File: config.mk
export PLATFORM = sky130hd
export DESIGN_NAME = periph_subsystem
export DESIGN_NICKNAME = d
export VERILOG_FILES = /design/src/hw/periph_pkg.sv /design/src/hw/generic_fifo.sv /design/src/hw/periph_fifo.sv /design/src/hw/periph_regfile.sv /design/src/hw/periph_subsystem.sv
export SDC_FILE = /design/constraint.sdc
export NUM_CORES = 1
export LEC_CHECK = 0
export BUFFER_PORTS_ARGS = -buffer_cell sky130_fd_sc_hd__buf_2
export CAP_MARGIN = 25
export CORE_ASPECT_RATIO = 1.25
export CORE_MARGIN = 5
export CORE_UTILIZATION = 40
export DETAILED_ROUTE_END_ITERATION = 6
export SLEW_MARGIN = 15
export SYNTH_ARGS = -nofsm -noshare
export SYNTH_HDL_FRONTEND = slang
export SYNTH_SLANG_ARGS = --single-unit
File: constraint.sdc
create_clock -name clk_i -period 7.62 [get_ports clk_i]
set_input_delay 0.381 -clock clk_i [delete_from_list [all_inputs] [get_ports clk_i]]
set_output_delay 0.381 -clock clk_i [all_outputs]
set_load 0.1 [all_outputs]
File: src/hw/periph_pkg.sv
// Peripheral subsystem package
// Holds the response opcode encoding shared by the target, the request
// FIFO block, the top level and the testbench, plus the default widths
// and sizes that the top level hands down to its children

package periph_pkg;

  // Response opcode returned with every r_valid pulse
  // RESP_OK means the access was performed on the register bank
  // RESP_ERR flags an address outside the bank, nothing was touched
  typedef enum logic {
    RESP_OK  = 1'b0,
    RESP_ERR = 1'b1
  } resp_opc_e;

  // Request address width in bits
  localparam int DEF_ADDR_WIDTH = 32;

  // Data width in bits, byte enables are DATA_WIDTH/8 wide
  localparam int DEF_DATA_WIDTH = 32;

  // Number of entries in the request decoupling FIFO
  localparam int DEF_FIFO_DEPTH = 2;

  // Number of 32-bit registers in the peripheral target
  localparam int DEF_NUM_REGS = 16;

  // Cycles the target holds its grant low after each accepted access
  localparam int DEF_BUSY_CYCLES = 3;

endpackage

File: src/hw/generic_fifo.sv
// Generic synchronous FIFO
// Circular buffer with a valid/grant handshake on both sides. Input is
// granted while the buffer is not full, the head entry is presented while
// it is not empty. Storage is registered, so there is no fall-through.

module generic_fifo #(
  parameter int DATA_WIDTH = 32,
  parameter int DATA_DEPTH = 2
) (
  input  logic                  clk_i,
  input  logic                  rst_n_i,
  // Write side
  input  logic [DATA_WIDTH-1:0] data_i,
  input  logic                  valid_i,
  output logic                  grant_o,
  // Read side
  output logic [DATA_WIDTH-1:0] data_o,
  output logic                  valid_o,
  input  logic                  grant_i
);

  // Pointers need at least one bit even for a single-entry FIFO
  localparam int PTR_WIDTH = (DATA_DEPTH > 1) ? $clog2(DATA_DEPTH) : 1;
  // Occupancy must be able to hold the value DATA_DEPTH itself
  localparam int CNT_WIDTH = $clog2(DATA_DEPTH + 1);

  logic [DATA_WIDTH-1:0] mem_q [DATA_DEPTH];
  logic [PTR_WIDTH-1:0]  wr_ptr_q;
  logic [PTR_WIDTH-1:0]  rd_ptr_q;
  logic [CNT_WIDTH-1:0]  count_q;

  logic full;
  logic empty;
  logic push;
  logic pop;

  assign full  = (count_q == CNT_WIDTH'(DATA_DEPTH));
  assign empty = (count_q == '0);

  // A full FIFO refuses the push even when the head leaves in the same cycle
  assign grant_o = ~full;
  assign valid_o = ~empty;

  assign push = valid_i & grant_o;
  assign pop  = valid_o & grant_i;

  // Head entry is always driven, it only matters while valid_o is high
  assign data_o = mem_q[rd_ptr_q];

  // Pointer and occupancy bookkeeping
  always_ff @(posedge clk_i or negedge rst_n_i) begin
    if (!rst_n_i) begin
      wr_ptr_q <= '0;
      rd_ptr_q <= '0;
      count_q  <= '0;
    end else begin
      if (push) begin
        // Wrap explicitly so non power-of-two depths work too
        if (wr_ptr_q == PTR_WIDTH'(DATA_DEPTH - 1)) begin
          wr_ptr_q <= '0;
        end else begin
          wr_ptr_q <= wr_ptr_q + 1'b1;
        end
      end
      if (pop) begin
        if (rd_ptr_q == PTR_WIDTH'(DATA_DEPTH - 1)) begin
          rd_ptr_q <= '0;
        end else begin
          rd_ptr_q <= rd_ptr_q + 1'b1;
        end
      end
      // Occupancy only moves when exactly one side transfers
      case ({push, pop})
        2'b10:   count_q <= count_q + 1'b1;
        2'b01:   count_q <= count_q - 1'b1;
        default: count_q <= count_q;
      endcase
    end
  end

  // Storage array, written at the tail on every accepted push
  always_ff @(posedge clk_i) begin
    if (push) begin
      mem_q[wr_ptr_q] <= data_i;
    end
  end

endmodule

File: src/hw/periph_fifo.sv
// Peripheral request FIFO
// Packs address, write enable, write data and byte enables into a single
// word and buffers it in a generic_fifo to decouple the core from a slow
// target. Responses are forwarded untouched, their latency is unchanged.

module periph_fifo #(
  parameter int ADDR_WIDTH = 32,
  parameter int DATA_WIDTH = 32,
  parameter int FIFO_DEPTH = 2
) (
  input  logic                        clk_i,
  input  logic                        rst_n_i,
  // Core side request
  input  logic                        data_req_i,
  input  logic [ADDR_WIDTH-1:0]       data_add_i,
  input  logic                        data_wen_i,
  input  logic [DATA_WIDTH-1:0]       data_wdata_i,
  input  logic [DATA_WIDTH/8-1:0]     data_be_i,
  output logic                        data_gnt_o,
  // Target side request
  output logic                        data_req_o,
  output logic [ADDR_WIDTH-1:0]       data_add_o,
  output logic                        data_wen_o,
  output logic [DATA_WIDTH-1:0]       data_wdata_o,
  output logic [DATA_WIDTH/8-1:0]     data_be_o,
  input  logic                        data_gnt_i,
  // Target side response
  input  logic                        data_r_valid_i,
  input  periph_pkg::resp_opc_e       data_r_opc_i,
  input  logic [DATA_WIDTH-1:0]       data_r_rdata_i,
  // Core side response
  output logic                        data_r_valid_o,
  output periph_pkg::resp_opc_e       data_r_opc_o,
  output logic [DATA_WIDTH-1:0]       data_r_rdata_o
);

  localparam int BE_WIDTH = DATA_WIDTH / 8;
  // One FIFO word carries the whole request, address in the top bits
  localparam int FIFO_DW  = ADDR_WIDTH + 1 + DATA_WIDTH + BE_WIDTH;

  logic [FIFO_DW-1:0] req_word_in;
  logic [FIFO_DW-1:0] req_word_out;

  assign req_word_in = {data_add_i, data_wen_i, data_wdata_i, data_be_i};
  assign {data_add_o, data_wen_o, data_wdata_o, data_be_o} = req_word_out;

  generic_fifo #(
    .DATA_WIDTH (FIFO_DW),
    .DATA_DEPTH (FIFO_DEPTH)
  ) i_req_fifo (
    .clk_i   (clk_i),
    .rst_n_i (rst_n_i),
    .data_i  (req_word_in),
    .valid_i (data_req_i),
    .grant_o (data_gnt_o),
    .data_o  (req_word_out),
    .valid_o (data_req_o),
    .grant_i (data_gnt_i)
  );

  // Responses have no back-pressure, so they skip the buffer entirely
  assign data_r_valid_o = data_r_valid_i;
  assign data_r_opc_o   = data_r_opc_i;
  assign data_r_rdata_o = data_r_rdata_i;

endmodule

File: src/hw/periph_regfile.sv
// Peripheral register bank target
// Word-addressed registers with byte-enable writes and range checking.
// Each accepted access answers one cycle later and then stalls the grant
// for a fixed number of cycles to model a slow peripheral.

module periph_regfile #(
  parameter int ADDR_WIDTH  = 32,
  parameter int DATA_WIDTH  = 32,
  parameter int NUM_REGS    = 16,
  parameter int BUSY_CYCLES = 3
) (
  input  logic                    clk_i,
  input  logic                    rst_n_i,
  // Request
  input  logic                    req_i,
  input  logic [ADDR_WIDTH-1:0]   add_i,
  input  logic                    wen_i,
  input  logic [DATA_WIDTH-1:0]   wdata_i,
  input  logic [DATA_WIDTH/8-1:0] be_i,
  output logic                    gnt_o,
  // Response
  output logic                    r_valid_o,
  output periph_pkg::resp_opc_e   r_opc_o,
  output logic [DATA_WIDTH-1:0]   r_rdata_o
);

  typedef enum logic {
    ST_IDLE,
    ST_BUSY
  } state_e;

  localparam int BE_WIDTH  = DATA_WIDTH / 8;
  localparam int IDX_WIDTH = (NUM_REGS > 1) ? $clog2(NUM_REGS) : 1;
  // Counter holds BUSY_CYCLES-1 down to zero
  localparam int CNT_WIDTH = (BUSY_CYCLES > 1) ? $clog2(BUSY_CYCLES) : 1;

  state_e                 state_q;
  logic [CNT_WIDTH-1:0]   busy_cnt_q;
  logic [DATA_WIDTH-1:0]  regs_q [NUM_REGS];

  logic                   access;
  logic [IDX_WIDTH-1:0]   idx;
  logic                   upper_zero;
  logic                   in_range;

  logic                   r_valid_q;
  periph_pkg::resp_opc_e  r_opc_q;
  logic [DATA_WIDTH-1:0]  r_rdata_q;

  // The target only listens while idle
  assign gnt_o  = (state_q == ST_IDLE);
  assign access = req_i & gnt_o;

  // Byte offset bits [1:0] are ignored, the word index sits right above
  assign idx        = add_i[IDX_WIDTH+1:2];
  assign upper_zero = ~|add_i[ADDR_WIDTH-1:IDX_WIDTH+2];
  assign in_range   = upper_zero && (int'(idx) < NUM_REGS);

  // Stall FSM, a single access sends it busy for BUSY_CYCLES cycles
  always_ff @(posedge clk_i or negedge rst_n_i) begin
    if (!rst_n_i) begin
      state_q    <= ST_IDLE;
      busy_cnt_q <= '0;
    end else begin
      case (state_q)
        ST_IDLE: begin
          if (access && (BUSY_CYCLES > 0)) begin
            state_q    <= ST_BUSY;
            busy_cnt_q <= CNT_WIDTH'(BUSY_CYCLES - 1);
          end
        end
        ST_BUSY: begin
          if (busy_cnt_q == '0) begin
            state_q <= ST_IDLE;
          end else begin
            busy_cnt_q <= busy_cnt_q - 1'b1;
          end
        end
        default: state_q <= ST_IDLE;
      endcase
    end
  end

  // Register bank, only enabled bytes of an in-range write change
  always_ff @(posedge clk_i or negedge rst_n_i) begin
    if (!rst_n_i) begin
      for (int r = 0; r < NUM_REGS; r++) begin
        regs_q[r] <= '0;
      end
    end else if (access && in_range && !wen_i) begin
      for (int b = 0; b < BE_WIDTH; b++) begin
        if (be_i[b]) begin
          regs_q[idx][b*8 +: 8] <= wdata_i[b*8 +: 8];
        end
      end
    end
  end

  // Response strobe lasts exactly one cycle after the accepting edge
  always_ff @(posedge clk_i or negedge rst_n_i) begin
    if (!rst_n_i) begin
      r_valid_q <= 1'b0;
    end else begin
      r_valid_q <= access;
    end
  end

  // Response payload is captured alongside the strobe
  always_ff @(posedge clk_i) begin
    if (access) begin
      if (!in_range) begin
        r_opc_q   <= periph_pkg::RESP_ERR;
        r_rdata_q <= '0;
      end else if (!wen_i) begin
        // Writes acknowledge with zero data
        r_opc_q   <= periph_pkg::RESP_OK;
        r_rdata_q <= '0;
      end else begin
        r_opc_q   <= periph_pkg::RESP_OK;
        r_rdata_q <= regs_q[idx];
      end
    end
  end

  assign r_valid_o = r_valid_q;
  assign r_opc_o   = r_opc_q;
  assign r_rdata_o = r_rdata_q;

endmodule

File: src/hw/periph_subsystem.sv
// Peripheral access subsystem
// Core-side requests enter a small decoupling FIFO and are served by a
// stalling register bank target. Responses return in order, one per
// accepted request, straight back to the core side.

module periph_subsystem #(
  parameter int ADDR_WIDTH  = periph_pkg::DEF_ADDR_WIDTH,
  parameter int DATA_WIDTH  = periph_pkg::DEF_DATA_WIDTH,
  parameter int FIFO_DEPTH  = periph_pkg::DEF_FIFO_DEPTH,
  parameter int NUM_REGS    = periph_pkg::DEF_NUM_REGS,
  parameter int BUSY_CYCLES = periph_pkg::DEF_BUSY_CYCLES
) (
  input  logic                    clk_i,
  input  logic                    rst_n_i,
  // Core side request, data_wen_i low means write
  input  logic                    data_req_i,
  input  logic [ADDR_WIDTH-1:0]   data_add_i,
  input  logic                    data_wen_i,
  input  logic [DATA_WIDTH-1:0]   data_wdata_i,
  input  logic [DATA_WIDTH/8-1:0] data_be_i,
  output logic                    data_gnt_o,
  // Core side response
  output logic                    data_r_valid_o,
  output periph_pkg::resp_opc_e   data_r_opc_o,
  output logic [DATA_WIDTH-1:0]   data_r_rdata_o
);

  // Request path between FIFO and target
  logic                    per_req;
  logic [ADDR_WIDTH-1:0]   per_add;
  logic                    per_wen;
  logic [DATA_WIDTH-1:0]   per_wdata;
  logic [DATA_WIDTH/8-1:0] per_be;
  logic                    per_gnt;
  // Response path from target back through the FIFO block
  logic                    per_r_valid;
  periph_pkg::resp_opc_e   per_r_opc;
  logic [DATA_WIDTH-1:0]   per_r_rdata;

  periph_fifo #(
    .ADDR_WIDTH (ADDR_WIDTH),
    .DATA_WIDTH (DATA_WIDTH),
    .FIFO_DEPTH (FIFO_DEPTH)
  ) i_periph_fifo (
    .clk_i          (clk_i),
    .rst_n_i        (rst_n_i),
    .data_req_i     (data_req_i),
    .data_add_i     (data_add_i),
    .data_wen_i     (data_wen_i),
    .data_wdata_i   (data_wdata_i),
    .data_be_i      (data_be_i),
    .data_gnt_o     (data_gnt_o),
    .data_req_o     (per_req),
    .data_add_o     (per_add),
    .data_wen_o     (per_wen),
    .data_wdata_o   (per_wdata),
    .data_be_o      (per_be),
    .data_gnt_i     (per_gnt),
    .data_r_valid_i (per_r_valid),
    .data_r_opc_i   (per_r_opc),
    .data_r_rdata_i (per_r_rdata),
    .data_r_valid_o (data_r_valid_o),
    .data_r_opc_o   (data_r_opc_o),
    .data_r_rdata_o (data_r_rdata_o)
  );

  periph_regfile #(
    .ADDR_WIDTH  (ADDR_WIDTH),
    .DATA_WIDTH  (DATA_WIDTH),
    .NUM_REGS    (NUM_REGS),
    .BUSY_CYCLES (BUSY_CYCLES)
  ) i_periph_regfile (
    .clk_i     (clk_i),
    .rst_n_i   (rst_n_i),
    .req_i     (per_req),
    .add_i     (per_add),
    .wen_i     (per_wen),
    .wdata_i   (per_wdata),
    .be_i      (per_be),
    .gnt_o     (per_gnt),
    .r_valid_o (per_r_valid),
    .r_opc_o   (per_r_opc),
    .r_rdata_o (per_r_rdata)
  );

endmodule

Word-level counts from Yosys, hierarchy flattened
Memory sizes are Yosys's and may differ from the RTL's.
Cells that the tools add are included.

storage, ports and cells
  input bits = 72
  bits in read-only memories = 0
  memories kept = 1
  output and inout port bits = 35
  logic and storage cells = 89
  latch bits = 0
  register bits = 553
  bits in writable memories = 138

cells by class
  equality and inequality tests = 5
  order comparisons = 2
  shift-type cells = 0
  bitwise operators = 7
  reductions and logical operators = 11
  add/subtract/negate cells = 5
  multiply operators = 0
  multiplexer cells = 34
  divide/modulo/power cells = 0

memories
  name                            words  width  rd ports  clocked after memory_dff  write ports  line                text
  i_periph_fifo.i_req_fifo.mem_q  2      69     1         0                         1            generic_fifo.sv:27  logic [DATA_WIDTH-1:0] mem_q [DATA_DEPTH];

operator list
  operator                                                                      count
  512-bit two-way mux                                                           7
  512-bit bitwise mux                                                           4
  32-bit demux with 4-bit select                                                4
  32-bit binary-select mux with 4-bit select                                    1
  32-bit two-way mux                                                            3
  27-bit OR reduction                                                           1
  26-bit OR reduction                                                           1
  24-bit two-way mux                                                            1
  16-bit two-way mux                                                            1
  8-bit two-way mux                                                             1
  2-bit one-hot mux with 2 select lines                                         2
  1-bit two-way mux                                                             7
  5-bit >= comparator, second input constant                                    1
  5-bit by 1-bit less-than comparator with 1-bit output, second input constant  1
  4-bit inverter with 5-bit output                                              1
  2-bit == test, second input constant                                          2
  2-bit zero test                                                               2
  2-bit two-way mux                                                             2
  2-bit != test, second input constant                                          2
  1-bit inverter                                                                4
  2-bit by 1-bit subtractor with 2-bit output, second input constant            2
  1-bit logical AND                                                             3
  1-bit adder, second input constant                                            2
  2-bit by 1-bit adder with 2-bit output, second input constant                 1
  other kinds (6)                                                               8

Depth between registers and ports, before layout
Gate-level depths: netlist of run 1.
An unclocked memory read counts as a cell.

  depth in word-level cells = 17
  gate-level depth with buffers = 10
  gate-level depth less buffers = 6

By module
Synthesis of run 1 repeated with hierarchy kept, for this count alone.

second synthesis, totals
  cells, all modules = 1769
  area total of the unflattened synthesis = 30965.9 um^2

modules (own cells, without submodules)
  module          area an instance (um^2)  cells an instance  times used  seq. area each (um^2)
  periph_regfile  25283.0                  1503               1           13903.3
  generic_fifo    5427.7                   232                1           4244.1
  periph_fifo     255.2                    34                 1           0.0

Least setup slack after synthesis of run 1
Ideal clock, no wire load.

  path type = register -> register
  from = reg i_periph_fifo.i_req_fifo.count_q[0]
  to = mem i_periph_fifo.i_req_fifo.mem_q[0][0] (netlist name) (enable)
  period minus slack after synthesis = 4.802 ns
  setup slack = 2.818 ns
  path buffers = 0
  setup time = 0.493 ns
  cell stages (with the launch flop) = 4
  required time = 7.127 ns
  arrival = 4.310 ns
  cell sequence = dfrtp_1 nand2b_1 nand2_1 nor2_1

between the ends
  longest elaborated chain between the ends = 5

RTL lines
  item                                     line                    text
  start, declared                          generic_fifo.sv:30      logic [CNT_WIDTH-1:0] count_q;
  start signal, assigned                   generic_fifo.sv:74      2'b10: count_q <= count_q + 1'b1;
  start signal, assigned                   generic_fifo.sv:75      2'b01: count_q <= count_q - 1'b1;
  start signal, assigned                   generic_fifo.sv:76      default: count_q <= count_q;
  2-bit == test                            generic_fifo.sv:37      assign full = (count_q == CNT_WIDTH'(DATA_DEPTH));
  1-bit inverter                           generic_fifo.sv:41      assign grant_o = ~full;
  via data_gnt_o                           periph_subsystem.sv:21  output logic data_gnt_o,
  1-bit bitwise AND                        generic_fifo.sv:44      assign push = valid_i & grant_o;
  1-bit two-way mux                        generic_fifo.sv:83      if (push) begin
  1-bit two-way mux (implied by the code)  generic_fifo.sv:84      mem_q[wr_ptr_q] <= data_i;
  end, declared                            generic_fifo.sv:27

The timed path passes the listed nets, and every way through them passes these cells.

Worst setup path after layout of run 1
  from = mem i_periph_fifo.i_req_fifo.mem_q[0][39] (netlist name)
  to = reg i_periph_regfile.regs_q[210] (netlist name)

between the ends
  longest elaborated chain between the ends = 14
  elaborated cells between the ends (all ways) = 21
  those cells by class = 2 x order compare; 16 x mux; 1 x bitwise; 1 x reduce/logical; 1 x memory

RTL lines
  item                                                      line                  text
  memory read 2 x 69 bit *                                  n/a
  4-bit inverter with 5-bit output (implied by the code) *  periph_regfile.sv:93  regs_q[idx][b*8 +: 8] <= wdata_i[b*8 +: 8];
  32-bit demux with 4-bit select                            periph_regfile.sv:93
  512-bit bitwise mux                                       periph_regfile.sv:93
  512-bit two-way mux                                       periph_regfile.sv:92  if (be_i[b]) begin
  512-bit two-way mux                                       periph_regfile.sv:90  end else if (access && in_range && !wen_i) begin
  512-bit bitwise mux                                       periph_regfile.sv:93
  512-bit two-way mux                                       periph_regfile.sv:92
  512-bit two-way mux                                       periph_regfile.sv:90
  512-bit bitwise mux                                       periph_regfile.sv:93
  512-bit two-way mux                                       periph_regfile.sv:92
  512-bit two-way mux                                       periph_regfile.sv:90
  512-bit bitwise mux                                       periph_regfile.sv:93
  512-bit two-way mux *                                     periph_regfile.sv:92
  end signal, assigned by index                             periph_regfile.sv:93
  end, declared                                             periph_regfile.sv:39  logic [DATA_WIDTH-1:0] regs_q [NUM_REGS];

Mark *: on every way between the ends. The rest lies on a longest branch, timed or not. The select of a mux whose other input is x is not followed.
A chain may end at the register's enable or synchronous reset.

==> reports/results.ini, run 1 <==
[worst_hold_path]
hold_path_depth=3
hold_end=i_periph_fifo.i_req_fifo.wr_ptr_q
hold_start=data_req_i
holdCritPathClass=input port to flop

[timing]
finalClockSkew_ns=0.02752
finalSetupViolations=0
final-hold-violation-count=0
max_slew.worst_pin.slew_ns=1.111
fin_crit_ns=4.492
fin_crit_sh_pct=58.95
slew_violations=0
max_clock_freq_ghz=0.2226
relSlewSlack_pct=25.96
rsz0062_at_grt=no
finalSetupTns_ns=0

[detailed_routing]
vias=20672
highest_layer=met5
drtIter0Drc=1444
totalWireLength_um=86230
avgViaCountPerCell=5.797
drc=0
wl_met1_um=36340
wl_met3_um=4352
wl_per_cell_um=24.18
ant_nets=0
wl_met2_um=42510
firstDrtPassIters=5

[worst_setup_path]
crit_path_max_fanout=74
reg2reg_depth=7
cpPeakStageDelay_ns=0.97
crit_path_start_kind=flop
crit_required_ns=8.11
crit_path_frequent_cell=buf_4
critPathTopFamily=buffers and inverters
slowest_stage=a2111oi_4
path_class=flop to flop
path_cells=buf_4 -> inv_1 -> o31ai_4 -> buf_4 -> nand2_1 -> a2111oi_4 -> mux2_2
rrSetupSlack_ns=3.13
crit_arrival_ns=4.99
r2r_start=i_periph_fifo.i_req_fifo.mem_q[0][39]
crit_buf_inv=3
endpoint_kind=flop
r2r_end=i_periph_regfile.regs_q[210]

[finish]
drive_above_1_share_pct=35.12
final_common_cell=dfrtp_1
mostFrequentLayoutCells=dfrtp_1 (519), mux2_2 (515), edfxtp_1 (167), nand2_1 (152), a22o_1 (128)
areaGrowthSynthToFinish_pct=14.35
layout.nets=2520
fill_cells=7015

[grt]
grt_pass1_wl_um=132600
grt_max_degree=131
grt_usage_pct=19.49
grt_pass1_vias=21901
overflow=0
antenna_found_initial=2

[clocking]
htree_levels=3
clkSinkCount=687
cts_root_buffer=clkbuf_16
cts.path.max_buffers=3
clk_latency_ns=0.62
cts_buffers=72
cts_tree=done
clk_pin_slew_ns=0.07

[yosys]
synth_ff_type=dfrtp_1
yosys_warnings=0
syn_inst=2343
synth_edf_count=167
yosysSeqAreaShare_pct=55.65
netlist_area_um2=32390
synth-seq-cells=687
syn_area_per_cell_um2=13.83
synth.distinct_cells=49
async_reset_ff_share_pct=75.69
syn_nets=2417

[pwr]
switching_power_mw=3.739
seqPwrFrac_pct=40.7
p_leak_nw=14.81
p_sw_share_pct=36.34
power_density_nw_per_um2=277.8
p_comb_share_pct=25.2
ir_drop_v=0.0002459
power.share.clock_pct=34.1
power_mw=10.29
p_int_mw=6.551

[floorplan]
design.die.area_um2=86810
ios=107
fp.dieH_um=328.2
initial_core_util_pct=40.36
core_area_um2=80260
die_w_um=264.5
num_rows=116

[job]
max-cap-violations=0

[outcome]
status=complete, no violations

[place]
place.gp.congestion=0.7697
hpwlAfterDp_um=50720
numPortBuffers=104

==> tightest hold or removal path: cells and delay by family <==
family,cells,cell delay [ns]
simple gates,1,0.15
buf+inv,1,0.11
xor+xnor,1,0.10
==> cell usage after synthesis (4+ instances only) <==
library cell / instances / area (um^2)
o21ai_0: 66 / 330.3
mux2_4: 24 / 360.4
mux2_2: 515 / 5799
buf_1: 10 / 37.54
nand3_1: 4 / 20.02
nor4_1: 8 / 50.05
o22a_1: 32 / 280.3
nor2_1: 5 / 18.77
a22o_1: 128 / 1121
a21boi_0: 64 / 480.5
inv_1: 69 / 259.0
a2111oi_4: 64 / 1762
mux2_1: 9 / 101.4
o22ai_1: 65 / 406.6
a31oi_1: 33 / 206.5
nand2_1: 154 / 578.1
buf_2: 16 / 80.08
nand2b_1: 67 / 419.2
edfxtp_1: 167 / 5015
o32ai_1: 64 / 560.5
buf_4: 6 / 45.04
a2111oi_0: 64 / 560.5
dfrtp_1: 520 / 13010
clkbuf_1: 150 / 563.0
xnor2_1: 4 / 35.03
==> worst max path at each step <==
| stage | start | to | depth (start not counted) |
|---|---|---|---|
| 2_1_floorplan | i_periph_fifo.i_req_fifo.count_q[0] | i_periph_fifo.i_req_fifo.mem_q[0][0] | 3 |
| 6_report | i_periph_fifo.i_req_fifo.mem_q[0][39] | i_periph_regfile.regs_q[210] | 7 |
| 3_5_place_dp | i_periph_fifo.i_req_fifo.rd_ptr_q | i_periph_regfile.regs_q[213] | 6 |
| 3_3_place_gp | i_periph_fifo.i_req_fifo.rd_ptr_q | i_periph_regfile.regs_q[242] | 6 |
| 5_1_grt | i_periph_fifo.i_req_fifo.mem_q[0][39] | i_periph_regfile.regs_q[213] | 7 |
| 4_1_cts | i_periph_fifo.i_req_fifo.rd_ptr_q | i_periph_regfile.regs_q[210] | 6 |
==> cell type report <==
| class | count | area [um^2] | share of cell area [%] |
|---|---|---|---|
| Sequential cell | 687 | 18030 | 48.68 |
| Clock buffer | 108 | 2152 | 5.810 |
| Clock inverter | 23 | 205.2 | 0.5540 |
| Antenna cell | 1 | 2.502 | 0.006756 |
| Multi-Input combinational cell | 1402 | 13460 | 36.34 |
| Timing Repair Buffer | 214 | 1603 | 4.327 |
| Tap cell | 1062 | 1329 | 3.587 |
| Inverter | 69 | 259.0 | 0.6992 |
==> power by group through the flow <==
stage          combinational, mW  clock, mW  sequential [mW]
4_1_cts                     2.60       3.61             4.20
6_report                    2.59       3.51             4.19
2_1_floorplan               1.19          0             4.72
3_3_place_gp                2.51          0             4.25
3_5_place_dp                2.56          0             4.26
5_1_grt                     2.72       3.74             4.21
==> state kept, by name, summed over array words and instances (netlist names) <==
register	count
i_periph_regfile.r_opc_o	1
i_periph_fifo.i_req_fifo.count_q	2
i_periph_fifo.i_req_fifo.wr_ptr_q	1
i_periph_regfile.r_rdata_o	32
i_periph_fifo.i_req_fifo.mem_q	134
i_periph_regfile.state_q	1
i_periph_fifo.i_req_fifo.rd_ptr_q	1
i_periph_regfile.busy_cnt_q	2
i_periph_regfile.regs_q	512
i_periph_regfile.r_valid_o	1
==> metal layers <==
layer  GRT usage (%)  vias to the layer above
met5               0                        -
met4           7.832                        2
met3           3.161                      177
met2           33.03                      587
met1           25.07                    10754
li1                -                     9152
==> per-stage QoR <==
stage,hold WS [ns],utilization [%],instance area [um^2],setup slack [ns],cells
2_1_floorplan,0.08541,-,32390,2.818,2343
3_3_place_gp,0.4674,42.27,33930,3.136,3363
3_5_place_dp,0.4798,42.27,33930,3.107,3363
4_1_cts,0.1336,46.06,36970,3.064,3562
5_1_grt,0.2038,46.15,37040,2.919,3565
6_report,0.1706,46.15,37040,3.128,3566
==> cell families after synthesis <==
group	after synthesis	synth area share, %
multiplexers	549	19.36
AO/OA/AOI/OAI	590	17.86
AND/OR/NAND/NOR	256	3.770
buffers and inverters	254	3.144
flip-flops	687	55.65
XOR/XNOR	5	0.1352
adder cells (fa/ha/maj)	2	0.07724
==> timing repair <==
item                                   in CTS  in global routing
hold buffers                               68                  0
gates resized for setup                     0                  0
buffers inserted                            0                  0
endpoints found under the hold margin     243                  0
Power figures use the tool's default switching activity.
==> run 2, diff against run 1 <==
- ABC_AREA: not set -> 1
- clock period: 7.62 -> 4 ns (I/O delays scaled with it)
==> run 2 against run 1 <==
Net effect:
- critical path depth increased by 4
- global-route usage is 2.0 points higher
- combinational power rose to 2.6 times the previous value
- highest routed layer is now met4
- largest cell class unchanged
- via count up 27%
- clock skew shrank 0.0064 ns
- hold slack got worse by 0.033 ns
- non-clock buffer count rose by 37
- register-to-register slack worse by 2.7 ns
- utilization grew 0.10 points
- clock-buffer cell count fell by 3
==> reports/results.ini, run 2 <==
[timing]
fin_crit_sh_pct=88.06  ; +29 points
relSlewSlack_pct=28.56  ; +2.6 points
finalSetupViolations=0  ; unchanged
max_slew.worst_pin.slew_ns=1.072  ; -0.03898 ns
finalClockSkew_ns=0.02110  ; -0.006418 ns
rsz0062_at_grt=no
fin_crit_ns=3.522  ; -0.9697 ns
final-hold-violation-count=0  ; unchanged
slew_violations=0  ; unchanged
max_clock_freq_ghz=0.2839  ; +28%

[grt]
grt_max_degree=129  ; -1.5%
grt_usage_pct=21.45  ; +2.0 points
overflow=0  ; unchanged
grt_pass1_vias=25644  ; +17%
grt_pass1_wl_um=147800  ; +12%
antenna_found_initial=0  ; -2

[yosys]
yosys.area_share.simple_pct=39.10  ; +35 points
syn_inst=3929  ; +68%
synth_top_area_cell=dfrtp_1
yosys_warnings=0  ; unchanged
synth_adder_area_share_pct=0.07847  ; +0.0012 points
synth_edf_count=167  ; unchanged
synth_compound_gate_area_share_pct=0.1922  ; -18 points
synth-seq-cells=687  ; unchanged
syn_area_per_cell_um2=8.117  ; -41%
post-synth-top-count-cell=nand2_1
synthTopCellsByCount=nand2_1 (2,114), nand3_1 (647), dfrtp_1 (520)
synth_area_leaders=dfrtp_1 (41%), nand2_1 (25%), edfxtp_1 (16%)
netlist_area_um2=31890  ; -1.6%
synth.distinct_cells=28  ; -43%
synth_top_area_share_pct=40.80  ; +0.63 points
async_reset_ff_share_pct=75.69  ; unchanged
synthMuxAreaShare_pct=0.03139  ; -19 points
synth_ff_type=dfrtp_1
yosysSeqAreaShare_pct=56.53  ; +0.88 points
synth_xor_area_share_pct=0.08239  ; -0.053 points
syn_nets=4003  ; +66%
synth_top_family_by_area=simple AND/OR/NAND/NOR gates

[clocking]
clk_pin_slew_ns=0.06  ; about the same
cts_root_buffer=clkbuf_16
ctsResizeCount=0  ; unchanged
clk_latency_ns=0.63  ; about the same
cts.path.max_buffers=3  ; unchanged
cts_buffers=72  ; unchanged
htree_levels=3  ; unchanged
clkSinkCount=687  ; unchanged
cts_tree=done

[place]
place.gp.congestion=0.8167  ; +6.1%
placedCellCount=4923  ; +46%
numPortBuffers=104  ; unchanged
hpwlAfterDp_um=55310  ; +9.1%

[floorplan]
core_area_um2=78850  ; -1.8%
die_w_um=262.6  ; -0.75%
ios=107  ; unchanged
design.die.area_um2=85510  ; -1.5%
num_rows=115  ; -0.86%
initial_core_util_pct=40.44  ; +0.085 points
fp.dieH_um=325.7  ; -0.76%

[detailed_routing]
totalWireLength_um=93400  ; +8.3%
firstDrtPassIters=6  ; +1
wl_per_cell_um=18.23  ; -25%
drtIter0Drc=2598  ; +80%
avgViaCountPerCell=5.113  ; -12%
ant_nets=0  ; unchanged
vias=26192  ; +27%
drc=0  ; unchanged

[finish]
multi_input_area_um2=12680  ; -5.8%
mostFrequentLayoutCells=nand2_1 (2,113), nand3_1 (647), dfrtp_1 (519), edfxtp_1 (167), buf_2 (103)
insertedDiodeCount=0  ; -1
drive_above_1_share_pct=9.902  ; -25 points
final-seq-area_um2=18030  ; about the same
fill_cells=7882  ; +12%
stdcell_count=5123  ; +44%
max_flop_register=i_periph_regfile.regs_q
largest_reg_flops=512  ; unchanged
layout.nets=4087  ; +62%
post-route-util_pct=46.26  ; +0.10 points
areaGrowthSynthToFinish_pct=14.37  ; about the same
final_common_cell=nand2_1

[worst_setup_path]
path_class=flop to flop
endpoint_kind=flop
crit_arrival_ns=4.03  ; -0.96 ns
rrSetupSlack_ns=0.48  ; -2.65 ns
reg2reg_depth=11  ; +4
crit_path_max_fanout=73  ; -1.4%
crit_path_start_kind=flop
crit_required_ns=4.51  ; -3.60 ns

[pwr]
power_density_nw_per_um2=581.4  ; +110%
ir_drop_v=0.0004930  ; +100%
p_leak_nw=18.56  ; +25%

[outcome]
status=complete, no violations

[worst_hold_path]
holdCritPathClass=input port to async pin

[job]
max-cap-violations=0  ; unchanged

-- run 2: cell types whose count changed in the layout (fill, tap and decap cells not counted), moves of 64 or more --
cell       previous run  this run
nand2_1             152      2113
nand3_1               3       647
mux2_2              515         0
a22o_1              128         0
nor2_1                4        97
nand2b_1             66         0
a2111oi_0            64         0
a2111oi_4            64         0
a21boi_0             64         0
o22ai_1              64         0
o32ai_1              64         0
-- run 2: cell type report --
type / count / share of cell area [%]
sequential: 687 / 49.43
multi-input combinational: 2973 / 34.75
clock inverter: 26 / 0.4700
tap: 1053 / 3.612
inverter: 28 / 0.2950
clock buffer: 105 / 5.866
timing repair buffer: 251 / 5.571
-- run 2: worst max-delay path, cell delays in order, from the launching register on --
cell and delay, ns:
dfrtp_2 0.51, inv_2 0.29, nand2_1 0.19, nand2_4 0.11
inv_4 0.28, buf_12 0.37, nand2_1 0.33, nor2_4 0.51
buf_4 0.32, nand3_2 0.26, nand2_1 0.14, nand2_1 0.06
-- run 2: timing repair --
action | CTS | global route
buffers inserted | 0 | 0
endpoints found under the hold margin | 211 | 0
hold buffers | 69 | 0
-- run 2: power by group --
| group | total [mW] | internal [mW] | switching (mW) |
|---|---|---|---|
| clock | 6.60 | 3.78 | 2.82 |
| combinational | 6.70 | 0.868 | 5.83 |
| sequential | 7.90 | 7.76 | 0.137 |
-- run 2: path summary, 6_finish.rpt --
path	from	end
worst min-delay path	rst_n_i	i_periph_regfile.regs_q[443]
worst min register to register	i_periph_regfile.regs_q[450]	i_periph_regfile.regs_q[450]
max in group asynchronous	rst_n_i	i_periph_regfile.regs_q[428]
worst max register to register	i_periph_fifo.i_req_fifo.rd_ptr_q	i_periph_regfile.regs_q[506]
min in group clk_i	data_wdata_i[30]	i_periph_fifo.i_req_fifo.mem_q[1][34]
worst max-delay path	i_periph_fifo.i_req_fifo.rd_ptr_q	i_periph_regfile.regs_q[506]
-- run 2: cell families (layout without fill, tap and decap cells) --
group,Yosys count,in the layout
compound gates,10,10
fa+ha+maj,2,2
mux,1,1
simple gates,2957,2957
xor+xnor,3,3
buf+inv,269,410
flops,687,687
-- run 2: per-stage QoR --
stage / setup slack, ns / TNS, ns / power [mW] / instance area (um^2) / hold slack (ns)
detailed placement: 0.4455 / 0 / 14.72 / 33470 / 0.2488
CTS: 0.4433 / 0 / 21.40 / 36470 / 0.1663
global placement: 0.4717 / 0 / 14.73 / 33470 / 0.2538
floorplan: -0.6881 / -90.66 / 12.15 / 31890 / -0.09559
finish: 0.4775 / 0 / 21.21 / 36470 / 0.1380
global route: 0.2171 / 0 / 22.03 / 36470 / 0.2347
-- run 2: routing by layer --
metal	track usage (%)	part of all wire (%)
met1	28.10	42
met2	36.64	49
met3	2.884	5.4
met4	7.823	3.0
met5	0	0
